<file path="config.mk">
export PLATFORM = sky130hd
export DESIGN_NAME = tmu_writeback
export DESIGN_NICKNAME = d
export VERILOG_FILES = /design/src/tmu_wb_pkg.sv /design/src/tmu_ctlif.sv /design/src/tmu_decay.sv /design/src/tmu_burst.sv /design/src/tmu_pixout.sv /design/src/tmu_writeback.sv
export SDC_FILE = /design/constraint.sdc
export NUM_CORES = 1
export LEC_CHECK = 0
export BUFFER_PORTS_ARGS = -buffer_cell sky130_fd_sc_hd__buf_2
export CELL_PAD_IN_SITES_DETAIL_PLACEMENT = 1
export CELL_PAD_IN_SITES_GLOBAL_PLACEMENT = 2
export CORE_MARGIN = 2
export CORE_UTILIZATION = 44
export CTS_CLUSTER_SIZE = 12
export DETAILED_ROUTE_END_ITERATION = 8
export GPL_ROUTABILITY_DRIVEN = 0
export PLACE_DENSITY_LB_ADDON = 0.15
export SKIP_CTS_REPAIR_TIMING = 1
export SYNTH_ARGS = -nofsm -noshare
export SYNTH_HDL_FRONTEND = slang
export SYNTH_SLANG_ARGS = --single-unit
export TNS_END_PERCENT = 30
</file>
<file path="constraint.sdc">
create_clock -name sys_clk -period 9.52 [get_ports sys_clk]
set_clock_uncertainty 0.05 [all_clocks]
set_input_delay 0 -clock sys_clk [delete_from_list [all_inputs] [get_ports sys_clk]]
set_output_delay 0 -clock sys_clk [all_outputs]
set_load 0.03 [all_outputs]
</file>
<file path="src/tmu_wb_pkg.sv">
package tmu_wb_pkg;

	// FML and framebuffer widths.
	localparam int fml_depth = 26;
	localparam int dadr_w = fml_depth - 1; // 16-bit word address.
	localparam int burst_adr_w = fml_depth - 5; // 32-byte burst address.
	localparam int color_w = 16; // RGB565.
	localparam int bright_w = 6;

	// csr map.
	localparam logic [3:0] csr_sel = 4'd0;
	localparam logic [9:0] csr_ctrl = 10'd0;
	localparam logic [9:0] csr_brightness = 10'd3;
	localparam logic [9:0] csr_chroma_key = 10'd4;

	// one finished pixel from the rasterizer.
	typedef struct packed {
		logic [dadr_w-1:0] dadr;
		logic [color_w-1:0] color;
	} pixel_t;

	// a burst of 16 pixels with slot 0 in the top bits.
	typedef struct packed {
		logic [burst_adr_w-1:0] burst_adr;
		logic [15:0] sel;
		logic [255:0] data;
	} burst_t;

	typedef enum logic [1:0] {
		job_idle,
		job_wait_process,
		job_flush,
		job_wait_flush
	} job_state_t;

endpackage

</file>
<file path="src/tmu_ctlif.sv">
`timescale 1ns/10ps

module tmu_ctlif (
	input logic sys_clk,
	input logic sys_rst,

	input logic [13:0] csr_a_i,
	input logic csr_we_i,
	input logic [31:0] csr_di_i,
	output logic [31:0] csr_do_o,

	input logic job_busy_i,
	output logic irq_o,
	output logic frame_end_o,

	output logic [tmu_wb_pkg::bright_w-1:0] brightness_o,
	output logic chroma_key_en_o,
	output logic [tmu_wb_pkg::color_w-1:0] chroma_key_o
);

	import tmu_wb_pkg::*;

	logic csr_selected;
	logic job_busy_q;
	logic busy_bit;

	assign csr_selected = csr_a_i[13:10] == csr_sel;

	// frame end is pending until the job fsm picks it up.
	assign busy_bit = job_busy_i | frame_end_o;

	always_ff @(posedge sys_clk) begin
		if (sys_rst) begin
			csr_do_o <= 32'd0;
			irq_o <= 1'b0;
			frame_end_o <= 1'b0;
			job_busy_q <= 1'b0;
			brightness_o <= 6'd63; // full brightness.
			chroma_key_en_o <= 1'b0;
			chroma_key_o <= '0;
		end else begin
			job_busy_q <= job_busy_i;
			irq_o <= job_busy_q & ~job_busy_i; // falling edge of busy.
			frame_end_o <= 1'b0;
			csr_do_o <= 32'd0;
			if (csr_selected) begin
				if (csr_we_i) begin
					case (csr_a_i[9:0])
						csr_ctrl: begin
							frame_end_o <= csr_di_i[0] & ~job_busy_i;
							chroma_key_en_o <= csr_di_i[1];
						end
						csr_brightness: brightness_o <= csr_di_i[bright_w-1:0];
						csr_chroma_key: chroma_key_o <= csr_di_i[color_w-1:0];
						default: ;
					endcase
				end
				case (csr_a_i[9:0])
					csr_ctrl: csr_do_o <= {30'd0, chroma_key_en_o, busy_bit};
					csr_brightness: csr_do_o <= {26'd0, brightness_o};
					csr_chroma_key: csr_do_o <= {16'd0, chroma_key_o};
					default: csr_do_o <= 32'd0;
				endcase
			end
		end
	end

endmodule

</file>
<file path="src/tmu_decay.sv">
`timescale 1ns/10ps

module tmu_decay (
	input logic sys_clk,
	input logic sys_rst,
	output logic busy_o,

	input logic [tmu_wb_pkg::bright_w-1:0] brightness_i,
	input logic chroma_key_en_i,
	input logic [tmu_wb_pkg::color_w-1:0] chroma_key_i,

	input logic pipe_stb_i,
	output logic pipe_ack_o,
	input tmu_wb_pkg::pixel_t pixel_i,

	output logic pipe_stb_o,
	input logic pipe_ack_i,
	output tmu_wb_pkg::pixel_t pixel_o
);

	import tmu_wb_pkg::*;

	logic [6:0] scale; // brightness plus one, 1 to 64.
	logic [11:0] r_mul;
	logic [12:0] g_mul;
	logic [11:0] b_mul;
	logic drop;
	logic accept;

	assign scale = {1'b0, brightness_i} + 7'd1;
	assign r_mul = pixel_i.color[15:11] * scale;
	assign g_mul = pixel_i.color[10:5] * scale;
	assign b_mul = pixel_i.color[4:0] * scale;

	assign drop = chroma_key_en_i & (pixel_i.color == chroma_key_i);
	assign pipe_ack_o = ~pipe_stb_o | pipe_ack_i;
	assign accept = pipe_stb_i & pipe_ack_o;
	assign busy_o = pipe_stb_o;

	always_ff @(posedge sys_clk) begin
		if (sys_rst) begin
			pipe_stb_o <= 1'b0;
		end else begin
			if (pipe_ack_i)
				pipe_stb_o <= 1'b0;
			if (accept)
				pipe_stb_o <= ~drop; // keyed pixels are swallowed here.
		end
	end

	always_ff @(posedge sys_clk) begin
		if (accept) begin
			pixel_o.dadr <= pixel_i.dadr;
			pixel_o.color <= {r_mul[10:6], g_mul[11:6], b_mul[10:6]}; // shift by 6.
		end
	end

endmodule

</file>
<file path="src/tmu_burst.sv">
`timescale 1ns/10ps

module tmu_burst (
	input logic sys_clk,
	input logic sys_rst,

	input logic flush_i,
	output logic busy_o,

	input logic pipe_stb_i,
	output logic pipe_ack_o,
	input tmu_wb_pkg::pixel_t pixel_i,

	output logic pipe_stb_o,
	input logic pipe_ack_i,
	output tmu_wb_pkg::burst_t burst_o
);

	import tmu_wb_pkg::*;

	// the open burst doubles as the output register.
	logic [burst_adr_w-1:0] burst_adr_q;
	logic [15:0] sel_q;
	logic [255:0] data_q;

	logic [burst_adr_w-1:0] pixel_burst_adr;
	logic [3:0] slot;
	logic [15:0] slot_bit;
	logic sel_nonempty;
	logic adr_mismatch;
	logic fresh;
	logic accept;
	logic emit;

	assign pixel_burst_adr = pixel_i.dadr[dadr_w-1:4];
	assign slot = pixel_i.dadr[3:0];
	assign slot_bit = 16'h8000 >> slot; // slot 0 is the msb.

	assign sel_nonempty = |sel_q;
	assign adr_mismatch = pixel_burst_adr != burst_adr_q;

	// a pixel starts a new burst when the held one is empty or leaving now.
	assign fresh = pipe_stb_o | ~sel_nonempty;

	always_comb begin
		if (pipe_stb_o)
			pipe_ack_o = pipe_ack_i;
		else
			pipe_ack_o = ~(sel_nonempty & (adr_mismatch | flush_i));
	end

	assign accept = pipe_stb_i & pipe_ack_o;
	assign emit = ~pipe_stb_o & sel_nonempty & ((pipe_stb_i & adr_mismatch) | flush_i);

	always_ff @(posedge sys_clk) begin
		if (sys_rst) begin
			pipe_stb_o <= 1'b0;
			sel_q <= 16'd0;
		end else begin
			if (pipe_ack_i)
				pipe_stb_o <= 1'b0;
			if (emit)
				pipe_stb_o <= 1'b1;
			if (accept)
				sel_q <= (fresh ? 16'd0 : sel_q) | slot_bit;
			else if (pipe_stb_o & pipe_ack_i)
				sel_q <= 16'd0; // burst handed over.
		end
	end

	always_ff @(posedge sys_clk) begin
		if (accept) begin
			if (fresh)
				burst_adr_q <= pixel_burst_adr;
			data_q[16*(15-slot) +: 16] <= pixel_i.color; // last write wins.
		end
	end

	assign burst_o.burst_adr = burst_adr_q;
	assign burst_o.sel = sel_q;
	assign burst_o.data = data_q;

	assign busy_o = pipe_stb_o;

endmodule

</file>
<file path="src/tmu_pixout.sv">
`timescale 1ns/10ps

module tmu_pixout (
	input logic sys_clk,
	input logic sys_rst,
	output logic busy_o,

	input logic pipe_stb_i,
	output logic pipe_ack_o,
	input tmu_wb_pkg::burst_t burst_i,

	output logic [tmu_wb_pkg::fml_depth-1:0] fmlw_adr_o,
	output logic fmlw_stb_o,
	input logic fmlw_ack_i,
	output logic [7:0] fmlw_sel_o,
	output logic [63:0] fmlw_do_o
);

	import tmu_wb_pkg::*;

	burst_t burst_q;
	logic beat_active;
	logic [1:0] beat_cnt;
	logic [3:0] beat_sel;
	logic accept;

	// next burst may come in during the last beat.
	assign pipe_ack_o = ~fmlw_stb_o & (~beat_active | (beat_cnt == 2'd3));
	assign accept = pipe_stb_i & pipe_ack_o;
	assign busy_o = fmlw_stb_o | beat_active;

	always_ff @(posedge sys_clk) begin
		if (sys_rst) begin
			fmlw_stb_o <= 1'b0;
			beat_active <= 1'b0;
			beat_cnt <= 2'd0;
		end else begin
			if (beat_active) begin
				beat_cnt <= beat_cnt + 2'd1;
				if (beat_cnt == 2'd3)
					beat_active <= 1'b0;
			end
			if (fmlw_stb_o & fmlw_ack_i) begin
				fmlw_stb_o <= 1'b0;
				beat_active <= 1'b1; // beat 0 on the next cycle.
				beat_cnt <= 2'd0;
			end
			if (accept)
				fmlw_stb_o <= 1'b1;
		end
	end

	always_ff @(posedge sys_clk) begin
		if (accept)
			burst_q <= burst_i;
	end

	assign fmlw_adr_o = {burst_q.burst_adr, 5'd0};

	// beat k carries slots 4k to 4k+3, msb first.
	assign fmlw_do_o = burst_q.data[64*(3-beat_cnt) +: 64];
	assign beat_sel = burst_q.sel[4*(3-beat_cnt) +: 4];
	assign fmlw_sel_o = {
		{2{beat_sel[3]}},
		{2{beat_sel[2]}},
		{2{beat_sel[1]}},
		{2{beat_sel[0]}}
	};

endmodule

</file>
<file path="src/tmu_writeback.sv">
`timescale 1ns/10ps

module tmu_writeback (
	input logic sys_clk,
	input logic sys_rst,

	input logic [13:0] csr_a_i,
	input logic csr_we_i,
	input logic [31:0] csr_di_i,
	output logic [31:0] csr_do_o,
	output logic irq_o,

	input logic pixel_stb_i,
	output logic pixel_ack_o,
	input tmu_wb_pkg::pixel_t pixel_i,

	output logic [tmu_wb_pkg::fml_depth-1:0] fmlw_adr_o,
	output logic fmlw_stb_o,
	input logic fmlw_ack_i,
	output logic [7:0] fmlw_sel_o,
	output logic [63:0] fmlw_do_o
);

	import tmu_wb_pkg::*;

	logic frame_end;
	logic job_busy;
	logic flush;
	logic [bright_w-1:0] brightness;
	logic chroma_key_en;
	logic [color_w-1:0] chroma_key;

	logic decay_busy, burst_busy, pixout_busy;
	logic decay_stb, decay_ack;
	pixel_t decay_pixel;
	logic burst_stb, burst_ack;
	burst_t burst_data;
	logic pipeline_busy;

	job_state_t state, next_state;

	tmu_ctlif ctlif (
		.sys_clk(sys_clk),
		.sys_rst(sys_rst),
		.csr_a_i(csr_a_i),
		.csr_we_i(csr_we_i),
		.csr_di_i(csr_di_i),
		.csr_do_o(csr_do_o),
		.job_busy_i(job_busy),
		.irq_o(irq_o),
		.frame_end_o(frame_end),
		.brightness_o(brightness),
		.chroma_key_en_o(chroma_key_en),
		.chroma_key_o(chroma_key)
	);

	// decay and chroma key.
	tmu_decay decay (
		.sys_clk(sys_clk),
		.sys_rst(sys_rst),
		.busy_o(decay_busy),
		.brightness_i(brightness),
		.chroma_key_en_i(chroma_key_en),
		.chroma_key_i(chroma_key),
		.pipe_stb_i(pixel_stb_i),
		.pipe_ack_o(pixel_ack_o),
		.pixel_i(pixel_i),
		.pipe_stb_o(decay_stb),
		.pipe_ack_i(decay_ack),
		.pixel_o(decay_pixel)
	);

	tmu_burst burst (
		.sys_clk(sys_clk),
		.sys_rst(sys_rst),
		.flush_i(flush),
		.busy_o(burst_busy),
		.pipe_stb_i(decay_stb),
		.pipe_ack_o(decay_ack),
		.pixel_i(decay_pixel),
		.pipe_stb_o(burst_stb),
		.pipe_ack_i(burst_ack),
		.burst_o(burst_data)
	);

	tmu_pixout pixout (
		.sys_clk(sys_clk),
		.sys_rst(sys_rst),
		.busy_o(pixout_busy),
		.pipe_stb_i(burst_stb),
		.pipe_ack_o(burst_ack),
		.burst_i(burst_data),
		.fmlw_adr_o(fmlw_adr_o),
		.fmlw_stb_o(fmlw_stb_o),
		.fmlw_ack_i(fmlw_ack_i),
		.fmlw_sel_o(fmlw_sel_o),
		.fmlw_do_o(fmlw_do_o)
	);

	assign pipeline_busy = decay_busy | burst_busy | pixout_busy;

	// drain, flush the partial burst, then wait for it to leave.
	always_ff @(posedge sys_clk) begin
		if (sys_rst)
			state <= job_idle;
		else
			state <= next_state;
	end

	always_comb begin
		next_state = state;
		case (state)
			job_idle: if (frame_end) next_state = job_wait_process;
			job_wait_process: if (~pipeline_busy) next_state = job_flush;
			job_flush: next_state = job_wait_flush;
			job_wait_flush: if (~pipeline_busy) next_state = job_idle;
			default: next_state = job_idle;
		endcase
	end

	assign job_busy = state != job_idle;
	assign flush = state == job_flush; // one cycle.

endmodule

</file>
==> summary.md, run 1 <==
| Metric | Value |
|---|---|
| Distinct cells, synth | `60` |
| Fin Setup TNS | `0 ps` |
| Crit end category | `flip-flop` |
| Row cnt | `92` |
| Starting DRC count in detailed routing | `796` |
| CTS sink count | `677` |
| Met1 Resource Use GR | `23.12%` |
| Die Wd | `255.9 um` |
| Core Region | `62970 sq um` |
| Port Buffer Count | `187` |
| WHS | `-44.19 ps` |
| WHS Path Cells | `4` |
| Root Buffer | `clkbuf_16` |
| Outcome | `finished, violations left` |
| Final Hold Fails | `1` |
| Post-synth top area cell | `edfxtp_1` |
| Startpoint types | `flip-flop` |
| IR drop worst, VDD | `0.1366 mV` |
| # DRC | `0` |
| I/O pin total | `225` |
| Reg2Reg Depth | `15` |
| Area share of the largest cell type after synthesis | `65.70%` |
| Post-Syn Area | `27920 sq um` |
| Vias per Instance | `5.072` |
| Finished Cell Area | `32570 sq um` |
| Fin crit period | `5190 ps` |
| Syn_area_per_cell | `15.70 sq um` |
| Slew HR | `14.15%` |
| DIE AREA | `65500 sq um` |
| Pins over their slew limit | `0` |
| Most frequent cells in the layout | `edfxtp_1, nor2_1, buf_2` |
| Vias | `14860` |
| Failing checks | `hold timing` |
| # placed instances | `2742` |
| CTS tree | `yes` |
| Fillers | `6097` |
| Clock Latency Late Sink | `610 ps` |
| Number of flops mapped to enable cells by yosys | `611` |
| Max-cap viol count | `0` |
| CP max FO | `16` |
| Dpl cell area | `29650 sq um` |
| Met2 Use GR | `35.48%` |
| Sequential cell area fraction in the yosys report | `70.44%` |
| Fmax | `192.7 MHz` |
| First-pass GRT wire length | `94.99 mm` |
| Tightest Hold Check Type | `in -> reg` |
| Leak pwr | `11.66 nW` |
| Total congestion overflow | `0` |
| Largest net degree at the start of global routing | `84` |
| Starting Density | `44.35%` |
| Met3 Use GR | `3.070%` |
| Non-Filler Instances | `2930` |
| Worst-Margin Slew | `1278 ps` |
| DP Wirelength | `40.41 mm` |
| Routed wire per std cell | `21.52 um` |
| Fin nets | `2239` |
| Post-route ant nets | `0` |
| Critical path type | `reg -> reg` |
| Clock buffer depth | `3` |
| Area growth from synthesis to layout | `16.63%` |
| DRT Pass-1 Iters | `5` |
| Critical Path AT | `5490 ps` |
| Most common library cell in the layout ignoring fill and taps | `edfxtp_1` |
| Pwr Total | `6.394 mW` |
| Final Util | `51.72%` |
| RSZ-0062 raised after global routing | `no` |
| Vias in the first global route | `15870` |
| # setup viols final | `0` |
| Clk slew on worst S/H paths | `60 ps` |
| Share of cells above drive strength 1 | `19.22%` |
| Initial antenna violation count | `5` |
| Die height | `255.9 um` |
| GRT Util Overall | `19.26%` |
| CTS Buf Count | `73` |
| DRT Wirelength | `63.05 mm` |
| Gate Count Post-Synth | `1779` |
| Final Cycle Share | `54.52%` |
| Ys async rst share | `0%` |
| Post-synth top flop | `edfxtp_1` |
| P per Cell Area | `196.3 nW/um^2` |
| Htree depth | `3` |
| Top post-synthesis cells by area | `edfxtp_1, mux4_2, dfxtp_1` |
| Seq cells post-synth | `677` |
| YS warnings | `0` |
| Global route hottest layer | `met2` |
| Worst path required time | `9820 ps` |
worst paths after layout:
kind	startpoint	to	slack, ps
max	ctlif.brightness_o[0]	decay.pixel_o[14]	4330
max reg2reg	ctlif.brightness_o[0]	decay.pixel_o[14]	4330
min	pixel_i[4]	decay.pixel_o[4]	-40
min reg2reg	burst.data_q[75]	pixout.burst_q[75]	360
logic make-up after synthesis:
| family | share of synthesized area, % |
|---|---|
| DFF | 70.44 |
| and+or+nand+nor | 10.42 |
| buffers and inverters | 3.083 |
| adders and majority gates | 6.139 |
| muxes | 6.381 |
| xor gates and xnor gates | 2.007 |
| AOI/OAI and AO/OA | 1.519 |
| other | 0.01343 |
layer usage:
| layer | part of all wire (%) | vias up |
|---|---|---|
| li1 | - | 6851 |
| met1 | 39 | 7632 |
| met2 | 54 | 300 |
| met3 | 4.4 | 79 |
| met4 | 2.3 | 0 |
| met5 | 0 | - |
stage by stage:
stage          hold WS [ps]  worst slack (ps)
2_1_floorplan         48.87              2037
3_3_place_gp          126.1              4261
3_5_place_dp          128.7              4175
4_1_cts              -521.4              4166
5_1_grt              0.2264              3913
6_report             -44.19              4330
report_power, final:
part | switching (mW) | total, mW | internal (mW)
clock | 1.11 | 2.69 | 1.58
combinational | 0.243 | 0.348 | 0.105
sequential | 0.0512 | 3.35 | 3.30
total | 1.41 | 6.39 | 4.99
synthesized netlist by cell type, types with 3 or more instances:
library cell,number
edfxtp_1,611
nor2_1,239
and2_1,147
nand2_1,100
mux4_2,68
dfxtp_1,66
ha_1,65
inv_1,63
clkbuf_1,49
buf_4,46
fa_1,45
xor2_1,35
xnor2_1,29
mux2i_1,25
nor2b_1,23
nand3_1,21
nor4_1,16
a21oi_1,14
o21ai_0,13
nand2b_1,11
nor3_1,10
buf_2,8
and3_1,7
buf_1,5
a22oi_1,4
or2_2,4
or3_1,4
a21o_1,3
a32o_1,3
a32oi_1,3
and4_1,3
critical path, stage by stage (launching register included):
cell	delay [ps]
dfxtp_1	710
ha_1	290
xor2_1	440
buf_4	290
nand2_1	80
fa_1	470
fa_1	530
fa_1	550
inv_1	40
ha_1	290
nand3_1	80
o31a_1	260
o21ai_0	380
and2_1	240
a21oi_1	90
xnor2_1	130
sequential cells by signal, summed over array words and instances (netlist names), 6 cells and up:
name and flops:
burst.sel_q 16, decay.pixel_o 41, ctlif.csr_do_o 16, ctlif.brightness_o 6
pixout.burst_q 272, burst.burst_adr_q 21, pixout.fmlw_adr_o 21, ctlif.chroma_key_o 16
burst.data_q 256
final cells by class:
type                    instances  area, sq um  area share (%)
well taps                     846         1059           3.250
diodes                          3        7.507         0.02305
flip-flops and latches        677        19680           60.42
clock buffers                  92         1949           5.985
repair buffers                274         1754           5.386
clock inverters                27        297.8          0.9143
multi-input cells             948         7581           23.28
inverters                      63        244.0          0.7491
Note: power is estimated with default switching activity, not from simulation.
==> run 2: changes to the inputs <==
--- a/config.mk
+++ b/config.mk
@@ -9,7 +9,7 @@
 export CELL_PAD_IN_SITES_DETAIL_PLACEMENT = 1
 export CELL_PAD_IN_SITES_GLOBAL_PLACEMENT = 2
 export CORE_MARGIN = 2
-export CORE_UTILIZATION = 44
+export CORE_UTILIZATION = 40
 export CTS_CLUSTER_SIZE = 12
 export DETAILED_ROUTE_END_ITERATION = 8
 export GPL_ROUTABILITY_DRIVEN = 0
==> constraint.sdc (replaced) <==
create_clock -name sys_clk -period 4.4 [get_ports sys_clk]
set_clock_uncertainty 0.05 [all_clocks]
set_input_delay 0 -clock sys_clk [delete_from_list [all_inputs] [get_ports sys_clk]]
set_output_delay 0 -clock sys_clk [all_outputs]
set_load 0.03 [all_outputs]
==> run 2 against run 1 <==
Largest cell class unchanged. The flow now finishes without violations. Power grew 120%. Largest power group unchanged. Global-route usage down 0.78 points. Sequential power grew 120%. Critical path type unchanged. Via count is 1.3% higher. Die area grew 9.8%. Non-clock buffer count is 37 higher.
==> summary.md, run 2 (synthesized netlist as in run 1, its figures left out) <==
| Metric | Value |
|---|---|
| Outcome | `complete, no violations` |
| CTS Buf Count | `75` |
| Startpoint types | `flip-flop` |
| Leak pwr | `11.80 nW` |
| Most common library cell in the layout ignoring fill and taps | `edfxtp_1` |
| Pins over their slew limit | `0` |
| Top Registers | `pixout.burst_q x272, burst.data_q x256, decay.pixel_o x41` |
| DRT Pass-1 Iters | `5` |
| Clk slew on worst S/H paths | `60 ps` |
| Vias | `15060` |
| Vias per Instance | `4.924` |
| Initial antenna violation count | `2` |
| Die Wd | `268.2 um` |
| Clock Latency Late Sink | `610 ps` |
| WHS | `16.85 ps` |
| # DRC | `0` |
| Starting Density | `40.57%` |
| Reg2Reg Depth | `16` |
| First-pass GRT wire length | `98.21 mm` |
| # setup viols final | `0` |
| P per Cell Area | `420.6 nW/um^2` |
| Port Buffer Count | `187` |
| Max-cap viol count | `0` |
| Largest Register | `pixout.burst_q` |
| Die height | `268.2 um` |
| CP max FO | `5` |
| IR drop worst, VDD | `0.2857 mV` |
| I/O pin total | `225` |
| Largest net degree at the start of global routing | `142` |
| WHS Path Cells | `5` |
| Critical Path AT | `4560 ps` |
| Worst-Margin Slew | `1158 ps` |
| Critical path type | `reg -> reg` |
| Total congestion overflow | `0` |
| Post-route ant nets | `0` |
| Worst path required time | `4710 ps` |
| Final Cycle Share | `96.55%` |
| GRT Util Overall | `18.48%` |
| Crit end category | `flip-flop` |
| Fmax | `235.4 MHz` |
| Tightest Hold Check Type | `in -> reg` |
| CTS tree | `yes` |
| Slew HR | `22.77%` |
| Fin crit period | `4248 ps` |
| Max reg flops | `272` |
| Htree depth | `3` |
| Root Buffer | `clkbuf_16` |
| DRT Wirelength | `66.53 mm` |
| Vias in the first global route | `16130` |
| Final Hold Fails | `0` |
| Routed wire per std cell | `21.75 um` |
| DIE AREA | `71940 sq um` |
| CTS sink count | `677` |
| Share of cells above drive strength 1 | `20.92%` |
| DP Wirelength | `42.46 mm` |
| Row cnt | `96` |
| Area growth from synthesis to layout | `18.02%` |
| Clock buffer depth | `3` |
| Starting DRC count in detailed routing | `865` |
| Core Region | `68830 sq um` |
| Fin nets | `2278` |
| Fin Setup TNS | `0 ps` |
| RSZ-0062 raised after global routing | `yes` |
| Most frequent cells in the layout | `edfxtp_1, nor2_1, buf_2` |
[run 2: changes by cell type in the layout (fill, tap and decap cells not counted), sizes merged]
cell / change
clkbuf: +11
bufinv: -3
clkinv: -1
dlygate4sd3: -1
inv: +1
buf: +38
diode: -2
clkinvlp: +1
[run 2: worst paths after layout]
kind,start,end,slack [ps]
setup / recovery,ctlif.brightness_o[0],decay.pixel_o[9],150
hold / removal,pixel_i[2],decay.busy_o,20
setup reg to reg,ctlif.brightness_o[0],decay.pixel_o[9],150
hold reg to reg,burst.data_q[238],pixout.burst_q[238],350
[run 2: cell type report]
cell class | instances | area [sq um]
Fill cell | 6734 | 35870
Sequential cell | 677 | 19690
Multi-Input combinational cell | 948 | 7564
Timing Repair Buffer | 311 | 2042
Clock buffer | 103 | 2009
Tap cell | 931 | 1165
Clock inverter | 25 | 245.2
Inverter | 63 | 240.2
Antenna cell | 1 | 2.502
[run 2: through the flow]
step	power, mW	cells	cell area [sq um]	util, %	setup slack [ps]
after floorplan	7.818	1799	28020	-	-1346
after global placement	8.113	2865	30000	43.59	23.87
after detailed placement	8.140	2865	30000	43.59	-65.67
after CTS	14.02	2993	32260	46.87	-74.76
after global routing	14.36	3058	32950	47.88	-45.89
final	13.86	3059	32960	47.88	151.8
[run 2: power breakdown]
part	switching, mW	total (mW)	internal [mW]
Clock	2.51	5.84	3.33
Combinational	0.534	0.777	0.243
Sequential	0.109	7.24	7.14
[run 2: critical path: stages, from the launching register on]
cell and delay (ps):
dfxtp_4 380, ha_4 150, nand3_2 100, xnor2_2 160
and2_1 170, fa_1 510, inv_1 60, fa_1 460
fa_1 540, inv_1 40, ha_1 290, nand4b_1 90
or3_1 370, a311o_1 310, nand2b_1 130, a21oi_2 70
xnor2_1 130
[run 2: routing by layer]
metal | vias to the layer above | GRT usage, % | part of all wire, %
met5 | - | 0 | 0
met3 | 107 | 3.143 | 4.1
met1 | 7739 | 22.88 | 41
met4 | 0 | 5.088 | 2.3
li1 | 6922 | - | -
met2 | 294 | 33.28 | 53
==> run 3: changes to the inputs <==
--- a/config.mk
+++ b/config.mk
@@ -5,15 +5,16 @@
 export SDC_FILE = /design/constraint.sdc
 export NUM_CORES = 1
 export LEC_CHECK = 0
-export BUFFER_PORTS_ARGS = -buffer_cell sky130_fd_sc_hd__buf_2
+export BUFFER_PORTS_ARGS = -buffer_cell sky130_fd_sc_hd__buf_4
 export CELL_PAD_IN_SITES_DETAIL_PLACEMENT = 1
 export CELL_PAD_IN_SITES_GLOBAL_PLACEMENT = 2
 export CORE_MARGIN = 2
-export CORE_UTILIZATION = 40
+export CORE_UTILIZATION = 44
 export CTS_CLUSTER_SIZE = 12
 export DETAILED_ROUTE_END_ITERATION = 8
 export GPL_ROUTABILITY_DRIVEN = 0
 export PLACE_DENSITY_LB_ADDON = 0.15
+export REMOVE_ABC_BUFFERS = 1
 export SKIP_CTS_REPAIR_TIMING = 1
 export SYNTH_ARGS = -nofsm -noshare
 export SYNTH_HDL_FRONTEND = slang
==> constraint.sdc (replaced) <==
create_clock -name sys_clk -period 4.16 [get_ports sys_clk]
set_clock_uncertainty 0.05 [all_clocks]
set_input_delay 0 -clock sys_clk [delete_from_list [all_inputs] [get_ports sys_clk]]
set_output_delay 0 -clock sys_clk [all_outputs]
set_load 0.03 [all_outputs]
==> run 3 against run 2 <==
The flow now finishes with violations (hold timing). Routed wire length decreased by 2.1%. Register-to-register slack got worse by 150 ps. Clock-buffer cell count decreased by 2. Clock power increased by 3.8%. Combinational power increased by 13%. Power increased by 5.3%. Die area decreased by 9.0%. Sequential share of layout area decreased by 1.2 points. Final cell count decreased by 2.2%. Via count increased by 0.62%. Sequential power increased by 5.7%. Critical path depth unchanged. Highest routed layer unchanged.
==> summary.md, run 3 (synthesized netlist as in run 1, its figures left out) <==
| Metric | Value |
|---|---|
| Dpl cell area | `30490 sq um` |
| WHS | `-21.20 ps` |
| P per Cell Area | `434.1 nW/um^2` |
| CTS sink count | `677` |
| Vias per Instance | `5.067` |
| Outcome | `finished, violations left` |
| Starting DRC count in detailed routing | `844` |
| Sw frac | `22.49%` |
| FF-to-FF Start | `ctlif.brightness_o[0]` |
| Root Buffer | `clkbuf_16` |
| CP top delay family | `adder cells` |
| Max-cap viol count | `0` |
| Top Registers | `pixout.burst_q x272, burst.data_q x256, decay.pixel_o x41` |
| Area growth from synthesis to layout | `20.40%` |
| Final Hold Fails | `2` |
| DRT Wirelength | `65.15 mm` |
| Worst path required time | `4480 ps` |
| Clk slew on worst S/H paths | `60 ps` |
| # placed instances | `2795` |
| Clock power share | `41.6%` |
| Final Util | `53.39%` |
| Critical Path AT | `4480 ps` |
| Core Region | `62970 sq um` |
| Leak pwr | `12.11 nW` |
| I/O pin total | `225` |
| Post-route ant nets | `0` |
| Failing checks | `hold timing` |
| Worst path bufs/invs | `2` |
| Die height | `255.9 um` |
| RSZ-0062 raised after global routing | `yes` |
| CP max FO | `5` |
| Crit end category | `flip-flop` |
| GRT Util Overall | `19.82%` |
| Combinational fraction of design power | `6.0%` |
| CP max stage delay | `510 ps` |
| Die Wd | `255.9 um` |
| Final Cycle Share | `99.85%` |
| Critical path type | `reg -> reg` |
| Worst path cell trace | `ha_4 -> nand3_4 -> xnor2_2 -> and2_4 -> fa_1 -> inv_2 -> fa_1 -> fa_1 -> inv_2 -> ha_4 -> nand4b_1 -> or3_4 -> a311o_1 -> nand2b_1 -> a21oi_2 -> xnor2_1` |
| IR drop worst, VDD | `0.2509 mV` |
| Row cnt | `92` |
| CTS tree | `yes` |
| Switch Pwr | `3.282 mW` |
| Most common library cell in the layout ignoring fill and taps | `edfxtp_1` |
| DIE AREA | `65500 sq um` |
| Vias in the first global route | `16090` |
| Pins over their slew limit | `0` |
| Fmax | `240.8 MHz` |
| Fin nets | `2299` |
| Starting Density | `44.35%` |
| Htree depth | `3` |
| Pwr Total | `14.59 mW` |
| Clock buffer depth | `3` |
| CP startpoint | `ctlif.brightness_o[0]` |
| HP Start | `csr_a_i[8]` |
| CTS Buf Count | `72` |
| Vias | `15160` |
| Fin crit period | `4154 ps` |
| Worst-Margin Slew | `1070 ps` |
| CP dominant cell by count | `fa_1` |
| DP Wirelength | `41.54 mm` |
| Largest Register | `pixout.burst_q` |
| Initial antenna violation count | `1` |
| Share of cells above drive strength 1 | `22.28%` |
| CP max-delay cell | `fa_1` |
| Largest net degree at the start of global routing | `88` |
| # setup viols final | `0` |
| Internal power | `11.31 mW` |
| DRT Pass-1 Iters | `4` |
| Port Buffer Count | `187` |
| Non-Filler Instances | `2991` |
| Startpoint types | `flip-flop` |
| Most frequent cells in the layout | `edfxtp_1, buf_4, nor2_1` |
| Finished Cell Area | `33620 sq um` |
| Total congestion overflow | `0` |
| Routed wire per std cell | `21.78 um` |
| Pre-CTS WS | `-248.6 ps` |
| Max reg flops | `272` |
| Slew HR | `28.68%` |
| Tightest Hold Check Type | `in -> reg` |
| Sequential fraction of design power | `52.5%` |
| Antenna diodes | `0` |
| Fin Setup TNS | `0 ps` |
| First-pass GRT wire length | `97.37 mm` |
| Setup WS post-layout | `6.317 ps` |
| Clock Latency Late Sink | `620 ps` |
| # DRC | `0` |
run 3: changes by cell type in the layout (fill, tap and decap cells not counted), sizes merged:
cell,before,now
buf,246,265
bufinv,2,1
clkbuf,103,101
clkinv,17,16
diode,1,0
dlygate4sd3,65,70
inv,68,66
run 3: layout make-up:
type	instances	area, sq um
inverter	63	244.0
clock inverter	21	177.7
multi-input combinational	948	7692
fill	6017	29350
timing repair buffer	335	2736
tap	846	1059
sequential	677	19690
clock buffer	101	2026
run 3: final timing paths:
check                            end  cells after the start  slack, ps
hold / removal     ctlif.csr_do_o[5]                      6        -20
hold reg to reg   pixout.burst_q[37]                      0        360
setup / recovery    decay.pixel_o[9]                     16          6
setup reg to reg    decay.pixel_o[9]                     16          6
run 3: tightest hold or removal path: stages:
cell     delay, ps
buf_4           80
nor4_2          30
nand2_2        120
nor4b_4        100
a22oi_1        180
nor2_1          70
run 3: layer usage:
metal | wire, um | GRT usage (%) | vias to the layer above
met4 | 1507 | 6.205 | 0
li1 | - | - | 6972
met3 | 2982 | 3.575 | 90
met1 | 26950 | 24.89 | 7766
met2 | 33710 | 34.90 | 327
met5 | 0 | 0 | -
run 3: power by group through the flow:
stage | clock network, mW | registers, mW | logic, mW
2_1_floorplan | 0 | 7.79 | 0.443
4_1_cts | 6.22 | 7.66 | 0.846
6_report | 6.06 | 7.65 | 0.875
3_3_place_gp | 0 | 7.79 | 0.819
3_5_place_dp | 0 | 7.80 | 0.841
5_1_grt | 6.46 | 7.67 | 0.954
